===== config.mk =====
export PLATFORM = sky130hd
export DESIGN_NAME = daq_top
export DESIGN_NICKNAME = d
export VERILOG_FILES = /design/src/verilog/bus_pkg.sv /design/src/verilog/daq_pkg.sv /design/src/verilog/bus_decoder.sv /design/src/verilog/control_gpio.sv /design/src/verilog/daq_top.sv /design/src/verilog/readout_arbiter.sv /design/src/verilog/system_regs.sv
export VERILOG_INCLUDE_DIRS = /design/src /design/src/verilog
export SDC_FILE = /design/constraint.sdc
export NUM_CORES = 1
export LEC_CHECK = 0
export ABC_AREA = 0
export BUFFER_PORTS_ARGS = -buffer_cell sky130_fd_sc_hd__buf_2
export CAP_MARGIN = 30
export CELL_PAD_IN_SITES_DETAIL_PLACEMENT = 0
export CELL_PAD_IN_SITES_GLOBAL_PLACEMENT = 1
export CORE_ASPECT_RATIO = 1.75
export CORE_MARGIN = 3
export CORE_UTILIZATION = 30
export DETAILED_ROUTE_END_ITERATION = 10
export GPL_TIMING_DRIVEN = 0
export HOLD_SLACK_MARGIN = 0.15
export PLACE_DENSITY = 0.73
export SLEW_MARGIN = 20
export SYNTH_ARGS = -nofsm -noshare
export SYNTH_HDL_FRONTEND = slang
export SYNTH_HIERARCHICAL = 1
export SYNTH_SLANG_ARGS = --single-unit
export TNS_END_PERCENT = 20

===== constraint.sdc =====
create_clock -name BUS_CLK -period 3.89 [get_ports BUS_CLK]
set_input_delay 0.5835 -clock BUS_CLK [delete_from_list [all_inputs] [get_ports BUS_CLK]]
set_output_delay 0.5835 -clock BUS_CLK [all_outputs]
set_load 0.05 [all_outputs]

===== src/verilog/daq_defs.svh =====
`ifndef DAQ_DEFS_SVH
`define DAQ_DEFS_SVH

// Local bus widths
`define ABUS_WIDTH 32
`define DBUS_WIDTH 8

// Address windows, both bounds inclusive
`define SYS_BASEADDR  32'h0000_0300
`define SYS_HIGHADDR  32'h0000_03FF
`define CTRL_BASEADDR 32'h0000_2F00
`define CTRL_HIGHADDR 32'h0000_2FFF

// Firmware version readback
`define VERSION_MODULE 8'd1
`define VERSION_MINOR  8'd0
`define VERSION_MAJOR  8'd0

// Board identity, 0 is the simulation board
`define BOARD_ID 8'd0

// System register offsets
`define SYS_REG_VERSION   0
`define SYS_REG_MINOR     1
`define SYS_REG_MAJOR     2
`define SYS_REG_BOARD     3
`define SYS_REG_SI570     4
`define SYS_REG_SI570_SET 5

// Control GPIO offsets, input view then output view
`define CTRL_REG_IN_LO  0
`define CTRL_REG_IN_HI  1
`define CTRL_REG_OUT_LO 2
`define CTRL_REG_OUT_HI 3

// Writable control bits, the sense nibble is input only
`define CTRL_OUT_MASK 16'hFFF0

// Control word fields, packed from bit 15 down
// Clock select 15, LEMO mux 14:7, NTC mux 6:4, sense 3:0
`define CTRL_LEMO_BITS  8
`define CTRL_NTC_BITS   3
`define CTRL_SENSE_BITS 4

// Readout sources and word width
`define ARB_SOURCES 3
`define FIFO_WIDTH  32

`endif


===== src/verilog/bus_pkg.sv =====
`default_nettype none

`include "daq_defs.svh"

package bus_pkg;

    // Full bus address, also used for the block-local offset
    typedef logic [`ABUS_WIDTH-1:0] bus_addr_t;

    // One data byte on the bus
    typedef logic [`DBUS_WIDTH-1:0] bus_byte_t;

    // Target of a decoded access
    typedef enum logic [1:0] {
        BLK_NONE = 2'd0,
        BLK_SYS  = 2'd1,
        BLK_CTRL = 2'd2
    } bus_block_t;

endpackage

`default_nettype wire


===== src/verilog/daq_pkg.sv =====
`default_nettype none

`include "daq_defs.svh"

package daq_pkg;

    // Board control fields, MSB first
    typedef struct packed {
        logic                        clk_sel;
        logic [`CTRL_LEMO_BITS-1:0]  lemo_mux;
        logic [`CTRL_NTC_BITS-1:0]   ntc_mux;
        logic [`CTRL_SENSE_BITS-1:0] sense;
    } ctrl_fields_t;

    // Same 16 bits seen by the bus as bytes
    // and by the board outputs as fields
    typedef union packed {
        logic [1:0][`DBUS_WIDTH-1:0] bytes;
        ctrl_fields_t                fields;
    } ctrl_word_u;

    // One readout word from a source FIFO
    typedef logic [`FIFO_WIDTH-1:0] fifo_word_t;

    // One bit per source
    // request, hold and read strobes
    typedef logic [`ARB_SOURCES-1:0] src_vec_t;

endpackage

`default_nettype wire


===== src/verilog/bus_decoder.sv =====
`default_nettype none

`include "daq_defs.svh"

module bus_decoder
    import bus_pkg::*;
(
    input  wire             BUS_CLK,
    input  wire             BUS_RST,
    input  wire bus_addr_t  bus_add,
    input  wire             bus_rd,
    input  wire             bus_wr,
    input  wire bus_byte_t  sys_data,
    input  wire bus_byte_t  ctrl_data,
    output logic            sys_rd,
    output logic            sys_wr,
    output logic            ctrl_rd,
    output logic            ctrl_wr,
    output bus_addr_t       reg_add,
    output bus_byte_t       bus_data_out
);

    logic       sys_hit;
    logic       ctrl_hit;
    bus_block_t rd_block;

    // Window match on the raw address
    assign sys_hit  = (bus_add >= `SYS_BASEADDR) && (bus_add <= `SYS_HIGHADDR);
    assign ctrl_hit = (bus_add >= `CTRL_BASEADDR) && (bus_add <= `CTRL_HIGHADDR);

    // Block strobes
    assign sys_rd  = bus_rd & sys_hit;
    assign sys_wr  = bus_wr & sys_hit;
    assign ctrl_rd = bus_rd & ctrl_hit;
    assign ctrl_wr = bus_wr & ctrl_hit;

    // Offset inside the hit window
    always_comb begin
        if (sys_hit) begin
            reg_add = bus_add - `SYS_BASEADDR;
        end else if (ctrl_hit) begin
            reg_add = bus_add - `CTRL_BASEADDR;
        end else begin
            reg_add = '0;
        end
    end

    // Remember which block answers the last read
    always_ff @(posedge BUS_CLK) begin
        if (BUS_RST) begin
            rd_block <= BLK_NONE;
        end else if (bus_rd) begin
            if (sys_hit) begin
                rd_block <= BLK_SYS;
            end else if (ctrl_hit) begin
                rd_block <= BLK_CTRL;
            end else begin
                rd_block <= BLK_NONE;
            end
        end
    end

    // Registered byte of the block read last
    // Unmapped reads give 0
    always_comb begin
        case (rd_block)
            BLK_SYS:  bus_data_out = sys_data;
            BLK_CTRL: bus_data_out = ctrl_data;
            default:  bus_data_out = '0;
        endcase
    end

    // Windows must never overlap
    a_one_block: assert property (@(posedge BUS_CLK) disable iff (BUS_RST)
        !((sys_rd || sys_wr) && (ctrl_rd || ctrl_wr)));

endmodule

`default_nettype wire


===== src/verilog/control_gpio.sv =====
`default_nettype none

`include "daq_defs.svh"

module control_gpio
    import bus_pkg::*, daq_pkg::*;
(
    input  wire                          BUS_CLK,
    input  wire                          BUS_RST,
    input  wire                          rd,
    input  wire                          wr,
    input  wire bus_addr_t               reg_add,
    input  wire bus_byte_t               data_in,
    input  wire [`CTRL_SENSE_BITS-1:0]   gpio_sense,
    output bus_byte_t                    data_out,
    output logic                         mgt_ref_sel,
    output logic [`CTRL_LEMO_BITS-1:0]   lemo_mux,
    output logic [`CTRL_NTC_BITS-1:0]    ntc_mux
);

    localparam logic [15:0] OUT_MASK = `CTRL_OUT_MASK;

    ctrl_word_u out_reg;
    ctrl_word_u in_word;

    // Byte writes to the output view
    // Sense bits stay 0
    always_ff @(posedge BUS_CLK) begin
        if (BUS_RST) begin
            out_reg <= '0;
        end else if (wr) begin
            case (reg_add)
                `CTRL_REG_OUT_LO: out_reg.bytes[0] <= data_in & OUT_MASK[7:0];
                `CTRL_REG_OUT_HI: out_reg.bytes[1] <= data_in & OUT_MASK[15:8];
                // Input view is read only
                default: ;
            endcase
        end
    end

    // Input view merges stored outputs with live sense lines
    always_comb begin
        in_word              = out_reg;
        in_word.fields.sense = gpio_sense;
    end

    always_ff @(posedge BUS_CLK) begin
        if (rd) begin
            case (reg_add)
                `CTRL_REG_IN_LO:  data_out <= in_word.bytes[0];
                `CTRL_REG_IN_HI:  data_out <= in_word.bytes[1];
                `CTRL_REG_OUT_LO: data_out <= out_reg.bytes[0];
                `CTRL_REG_OUT_HI: data_out <= out_reg.bytes[1];
                default:          data_out <= '0;
            endcase
        end
    end

    // Board outputs straight from the register
    // Cleared bit 15 selects the internal reference clock
    assign mgt_ref_sel = ~out_reg.fields.clk_sel;
    assign lemo_mux    = out_reg.fields.lemo_mux;
    assign ntc_mux     = out_reg.fields.ntc_mux;

endmodule

`default_nettype wire


===== src/verilog/daq_top.sv =====
`default_nettype none

`include "daq_defs.svh"

module daq_top
    import bus_pkg::*, daq_pkg::*;
(
    input  wire                                  BUS_CLK,
    input  wire                                  BUS_RST,
    // Local bus
    input  wire bus_addr_t                       bus_add,
    input  wire                                  bus_rd,
    input  wire                                  bus_wr,
    input  wire bus_byte_t                       bus_data_in,
    output bus_byte_t                            bus_data_out,
    // Board control
    input  wire [`CTRL_SENSE_BITS-1:0]           gpio_sense,
    output logic                                 mgt_ref_sel,
    output logic [`CTRL_LEMO_BITS-1:0]           lemo_mux,
    output logic [`CTRL_NTC_BITS-1:0]            ntc_mux,
    // Source FIFOs, FWFT
    input  wire src_vec_t                        src_empty,
    input  wire src_vec_t                        src_hold,
    input  wire fifo_word_t [`ARB_SOURCES-1:0]   src_data,
    output src_vec_t                             src_read,
    // Merged output stream
    input  wire                                  arb_ready,
    output logic                                 arb_write,
    output fifo_word_t                           arb_data
);

    logic      sys_rd;
    logic      sys_wr;
    logic      ctrl_rd;
    logic      ctrl_wr;
    bus_addr_t reg_add;
    bus_byte_t sys_data;
    bus_byte_t ctrl_data;

    bus_decoder u_bus_decoder (
        .BUS_CLK      (BUS_CLK),
        .BUS_RST      (BUS_RST),
        .bus_add      (bus_add),
        .bus_rd       (bus_rd),
        .bus_wr       (bus_wr),
        .sys_data     (sys_data),
        .ctrl_data    (ctrl_data),
        .sys_rd       (sys_rd),
        .sys_wr       (sys_wr),
        .ctrl_rd      (ctrl_rd),
        .ctrl_wr      (ctrl_wr),
        .reg_add      (reg_add),
        .bus_data_out (bus_data_out)
    );

    // Version, board identity and clock flag
    system_regs u_system_regs (
        .BUS_CLK  (BUS_CLK),
        .BUS_RST  (BUS_RST),
        .rd       (sys_rd),
        .wr       (sys_wr),
        .reg_add  (reg_add),
        .data_in  (bus_data_in),
        .data_out (sys_data)
    );

    control_gpio u_control_gpio (
        .BUS_CLK     (BUS_CLK),
        .BUS_RST     (BUS_RST),
        .rd          (ctrl_rd),
        .wr          (ctrl_wr),
        .reg_add     (reg_add),
        .data_in     (bus_data_in),
        .gpio_sense  (gpio_sense),
        .data_out    (ctrl_data),
        .mgt_ref_sel (mgt_ref_sel),
        .lemo_mux    (lemo_mux),
        .ntc_mux     (ntc_mux)
    );

    // Source 1 is the one that may hold the grant
    readout_arbiter u_readout_arbiter (
        .BUS_CLK   (BUS_CLK),
        .BUS_RST   (BUS_RST),
        .src_empty (src_empty),
        .src_hold  (src_hold),
        .src_data  (src_data),
        .arb_ready (arb_ready),
        .src_read  (src_read),
        .arb_write (arb_write),
        .arb_data  (arb_data)
    );

endmodule

`default_nettype wire


===== src/verilog/readout_arbiter.sv =====
`default_nettype none

`include "daq_defs.svh"

module readout_arbiter
    import daq_pkg::*;
(
    input  wire                                  BUS_CLK,
    input  wire                                  BUS_RST,
    input  wire src_vec_t                        src_empty,
    input  wire src_vec_t                        src_hold,
    input  wire fifo_word_t [`ARB_SOURCES-1:0]   src_data,
    input  wire                                  arb_ready,
    output src_vec_t                             src_read,
    output logic                                 arb_write,
    output fifo_word_t                           arb_data
);

    localparam int PTR_W = $clog2(`ARB_SOURCES);

    logic [PTR_W-1:0] ptr;
    logic [PTR_W-1:0] winner;
    logic [PTR_W-1:0] winner_next;
    logic             grant_any;
    logic             pop;
    // Popped word waiting for the sink
    logic             word_valid;

    // First non-empty source at or after the pointer, with wrap
    always_comb begin
        int idx;
        grant_any = 1'b0;
        winner    = ptr;
        for (int k = 0; k < `ARB_SOURCES; k++) begin
            idx = int'(ptr) + k;
            if (idx >= `ARB_SOURCES) begin
                idx = idx - `ARB_SOURCES;
            end
            if (!grant_any && !src_empty[idx]) begin
                grant_any = 1'b1;
                winner    = PTR_W'(idx);
            end
        end
    end

    // Pointer after a grant without hold
    assign winner_next = (winner == PTR_W'(`ARB_SOURCES - 1)) ? '0 : winner + 1'b1;

    // No pops while the sink stalls
    assign pop = arb_ready & grant_any;

    always_comb begin
        src_read = '0;
        if (pop) begin
            src_read[winner] = 1'b1;
        end
    end

    // Rotation, a held source keeps the pointer
    always_ff @(posedge BUS_CLK) begin
        if (BUS_RST) begin
            ptr        <= '0;
            word_valid <= 1'b0;
        end else begin
            if (pop) begin
                ptr <= src_hold[winner] ? winner : winner_next;
            end
            // New word replaces the one written this cycle
            if (pop) begin
                word_valid <= 1'b1;
            end else if (arb_ready) begin
                word_valid <= 1'b0;
            end
        end
    end

    always_ff @(posedge BUS_CLK) begin
        if (pop) begin
            arb_data <= src_data[winner];
        end
    end

    // Held word goes out once the sink is ready again
    assign arb_write = word_valid & arb_ready;

    a_read_onehot: assert property (@(posedge BUS_CLK) disable iff (BUS_RST)
        $onehot0(src_read));

    // FWFT data is only valid while the FIFO is non-empty
    a_no_empty_pop: assert property (@(posedge BUS_CLK) disable iff (BUS_RST)
        (src_read & src_empty) == '0);

endmodule

`default_nettype wire


===== src/verilog/system_regs.sv =====
`default_nettype none

`include "daq_defs.svh"

module system_regs
    import bus_pkg::*;
(
    input  wire             BUS_CLK,
    input  wire             BUS_RST,
    input  wire             rd,
    input  wire             wr,
    input  wire bus_addr_t  reg_add,
    input  wire bus_byte_t  data_in,
    output bus_byte_t       data_out
);

    // Set by software once the reference clock chip is programmed
    logic si570_configured;

    always_ff @(posedge BUS_CLK) begin
        if (BUS_RST) begin
            si570_configured <= 1'b0;
        end else if (wr && (reg_add == `SYS_REG_SI570_SET)) begin
            // Only bit 0 carries the flag
            si570_configured <= data_in[0];
        end
    end

    // Readback byte, held until the next read
    always_ff @(posedge BUS_CLK) begin
        if (rd) begin
            case (reg_add)
                `SYS_REG_VERSION: data_out <= `VERSION_MODULE;
                `SYS_REG_MINOR:   data_out <= `VERSION_MINOR;
                `SYS_REG_MAJOR:   data_out <= `VERSION_MAJOR;
                `SYS_REG_BOARD:   data_out <= `BOARD_ID;
                `SYS_REG_SI570: begin
                    data_out <= {{(`DBUS_WIDTH-1){1'b0}}, si570_configured};
                end
                // Write-only and unused offsets
                default:          data_out <= '0;
            endcase
        end
    end

endmodule

`default_nettype wire

==> out/qor.yml <==
wl_met1_um: 4140
grt-ovfl-total: 0
dr.pass1.iters: 4
rsz0062_at_grt: "no"
wl_per_cell_um: 15.6
antenna_found_initial: 1
async_reset_ff_frac: 0
ys.warnings.count: 6
track_usage: 0.164
ys_ff_latch: 59
place_congestion: 0.825
synth_xor_area_frac: 0
drt_iter0_drc: 77
slowest_delay_ns: 0.56
core_area_sq_um: 13100
p_per_area_nw_per_um2: 621
finalPower_uw: 3530
worstSetupPathType: "flop to output port"
num_vias: 3786
max_slew_margin: 0.437
cts_tree: "built"
wl_um: 12400
syn-cell-area_sq_um: 4050
pin_count: 207
yosysMostFrequentCell: "edfxtp_1"
grt_start_max_net_pins: 37
yosys-top-cells-area: "edfxtp_1 30%, dfxtp_1 8.9%, a221o_2 5.6%"
grt_pass1_vias: 3959
multi_input_area_sq_um: 2150
stdcell_count: 794
crit_top_cell: "inv_1"
grt_pass1_wl_um: 19500
muxShareOfSynthArea: 0.0584
dp.cells: 778
drc: 0
met3_length_um: 1110
htreeDepth: 3
hold_class: "flop to flop"
ys.flop_type: "edfxtp_1"
top_layer: "met5"
drv_slew: 0
dieArea_sq_um: 15000
synth_compound_area_frac: 0.191
antenna_cells: 0
maxCapViolCount: 0
synth_top_family_by_area: "simple AND/OR/NAND/NOR gates"
crit_cells: 8
leakage_uw: 0.00263
fin_hold_ws_ns: 0.470
worst-r2r-cell-count: 9
cts_inserted_buffers: 9
ys_seq_area_frac: 0.393
syn_to_final_growth_pct: 40.5
critical-path-top-delay-family: "buffers and inverters"
clock-sinks: 59
final-hold-violation-count: 0
yosysTopAreaCell: "edfxtp_1"
die_width_um: 93.8
fp.dieH_um: 160
status: "complete, no violations"
synthSimpleGateAreaFrac: 0.242
seq_area_sq_um: 1590
synth_top_area_share: 0.304
path_max_fanout: 36
synth.distinct_cells: 60
nets: 776
syn_avg_cell_area_sq_um: 10.5
fmax_mhz: 272
path_cells: "inv_1 -> ha_1 -> inv_1 -> mux2_2 -> o31ai_2 -> inv_4 -> and3_1 -> buf_2"
min_path_cells: 2
critPathSlowestCell: "o31ai_2"
synthAdderAreaFrac: 0.0216
critPathCaptureType: "output port"
final_util: 0.435
final.setup_skew_ns: 0.00695
worstSkewPairLatency_ns: 0.32
synthTopCellsByCount: "41 x edfxtp_1, 30 x buf_4, 28 x nand2b_1"
final_area_sq_um: 5690
required_ns: 3.31
start_util: 0.310
largest_reg_flops: 32
ant_nets: 0
arrival_ns: 3.09
cts.path.max_buffers: 2
synth_cells: 385
worst_pin_slew_ns: 0.844
ir_worst_vdd_mv: 0.552
startpoint_type: "flop"
postPlaceCellArea_sq_um: 5350
placementRows: 55
cts-root-buf: "clkbuf_16"
crit_buf_inv: 4
drive_gt1_frac: 0.509
setup_viol: 0
synth_edf_count: 41
fin_crit_ns: 3.67
place_hpwl_um: 10500
finalCritPeriodShare: 0.944
clkTransAtPathRegs_ns: 0.05
met2_wirelength_um: 6850
avgViaCountPerCell: 4.77
fill_cells: 1308
io_buffer_count: 206
## routing by layer
metal  vias up  global-route usage
li1       1890                   -
met1      1695               0.152
met2       180               0.317
met3        19              0.0570
met4         2              0.0598
met5         -                   0
## power by group
| part | internal, uW | total (uW) | switching [uW] |
|---|---|---|---|
| logic | 619 | 1740 | 1130 |
| registers | 904 | 944 | 40.1 |
| clock network | 569 | 843 | 273 |
| total | 2090 | 3530 | 1440 |
## cell type report
cell class	instances	area share
multi-input cells	279	0.378
flip-flops and latches	59	0.280
repair buffers	206	0.181
plain buffers	51	0.0581
clock buffers	13	0.0495
well taps	171	0.0376
inverters	12	0.00836
clock inverters	3	0.00770
## tightest hold or removal path: stages (launching register included)
cell and delay (ns):
dfxtp_1 0.30, nand2b_1 0.06, a21oi_1 0.06
## per-stage QoR
step	setup WS, ns	setup TNS (ns)
global route	0.00824	0
floorplan	0.513	0
finish	0.218	0
detailed placement	0.139	0
global placement	-0.141	-0.141
CTS	0.0632	0
## worst paths after layout
| check | from | end | slack [ns] |
|---|---|---|---|
| max | u_readout_arbiter/ptr[0] | src_read[1] | 0.22 |
| min | u_readout_arbiter/word_valid | u_readout_arbiter/word_valid | 0.47 |
| max reg2reg | u_readout_arbiter/ptr[1] | u_readout_arbiter/arb_data[28] | 0.69 |
| min reg2reg | u_readout_arbiter/word_valid | u_readout_arbiter/word_valid | 0.47 |
## cell usage in the layout, fill, tap and decap left out, drive strengths merged, types with 6 or more instances in the layout
master	Yosys	final
nand2	8	8
nor4	20	20
ha	7	7
and3	11	11
and2	35	35
edfxtp	41	41
a221o	32	32
nor3	8	8
o211a	11	11
nor2	25	25
mux2i	21	21
a22oi	15	15
dfxtp	18	18
nand2b	28	28
buf	38	244
inv	12	12
nand4	6	6
clkbuf	12	25
conb	2	18
## logic make-up after synthesis
logic type      Yosys count
mux                      23
simple gates            152
fa+ha+maj                 7
buf+inv                  63
flops                    59
other cells               2
compound gates           79
## repair_timing
action / 4_1_cts / 5_1_grt
setup buffers: 0 / 0
pin swaps: 0 / 0
gates resized for setup: 1 / 2
hold buffers: 0 / 0
setup endpoints to repair: 1 / 1
(Power assumes the default switching activity.)
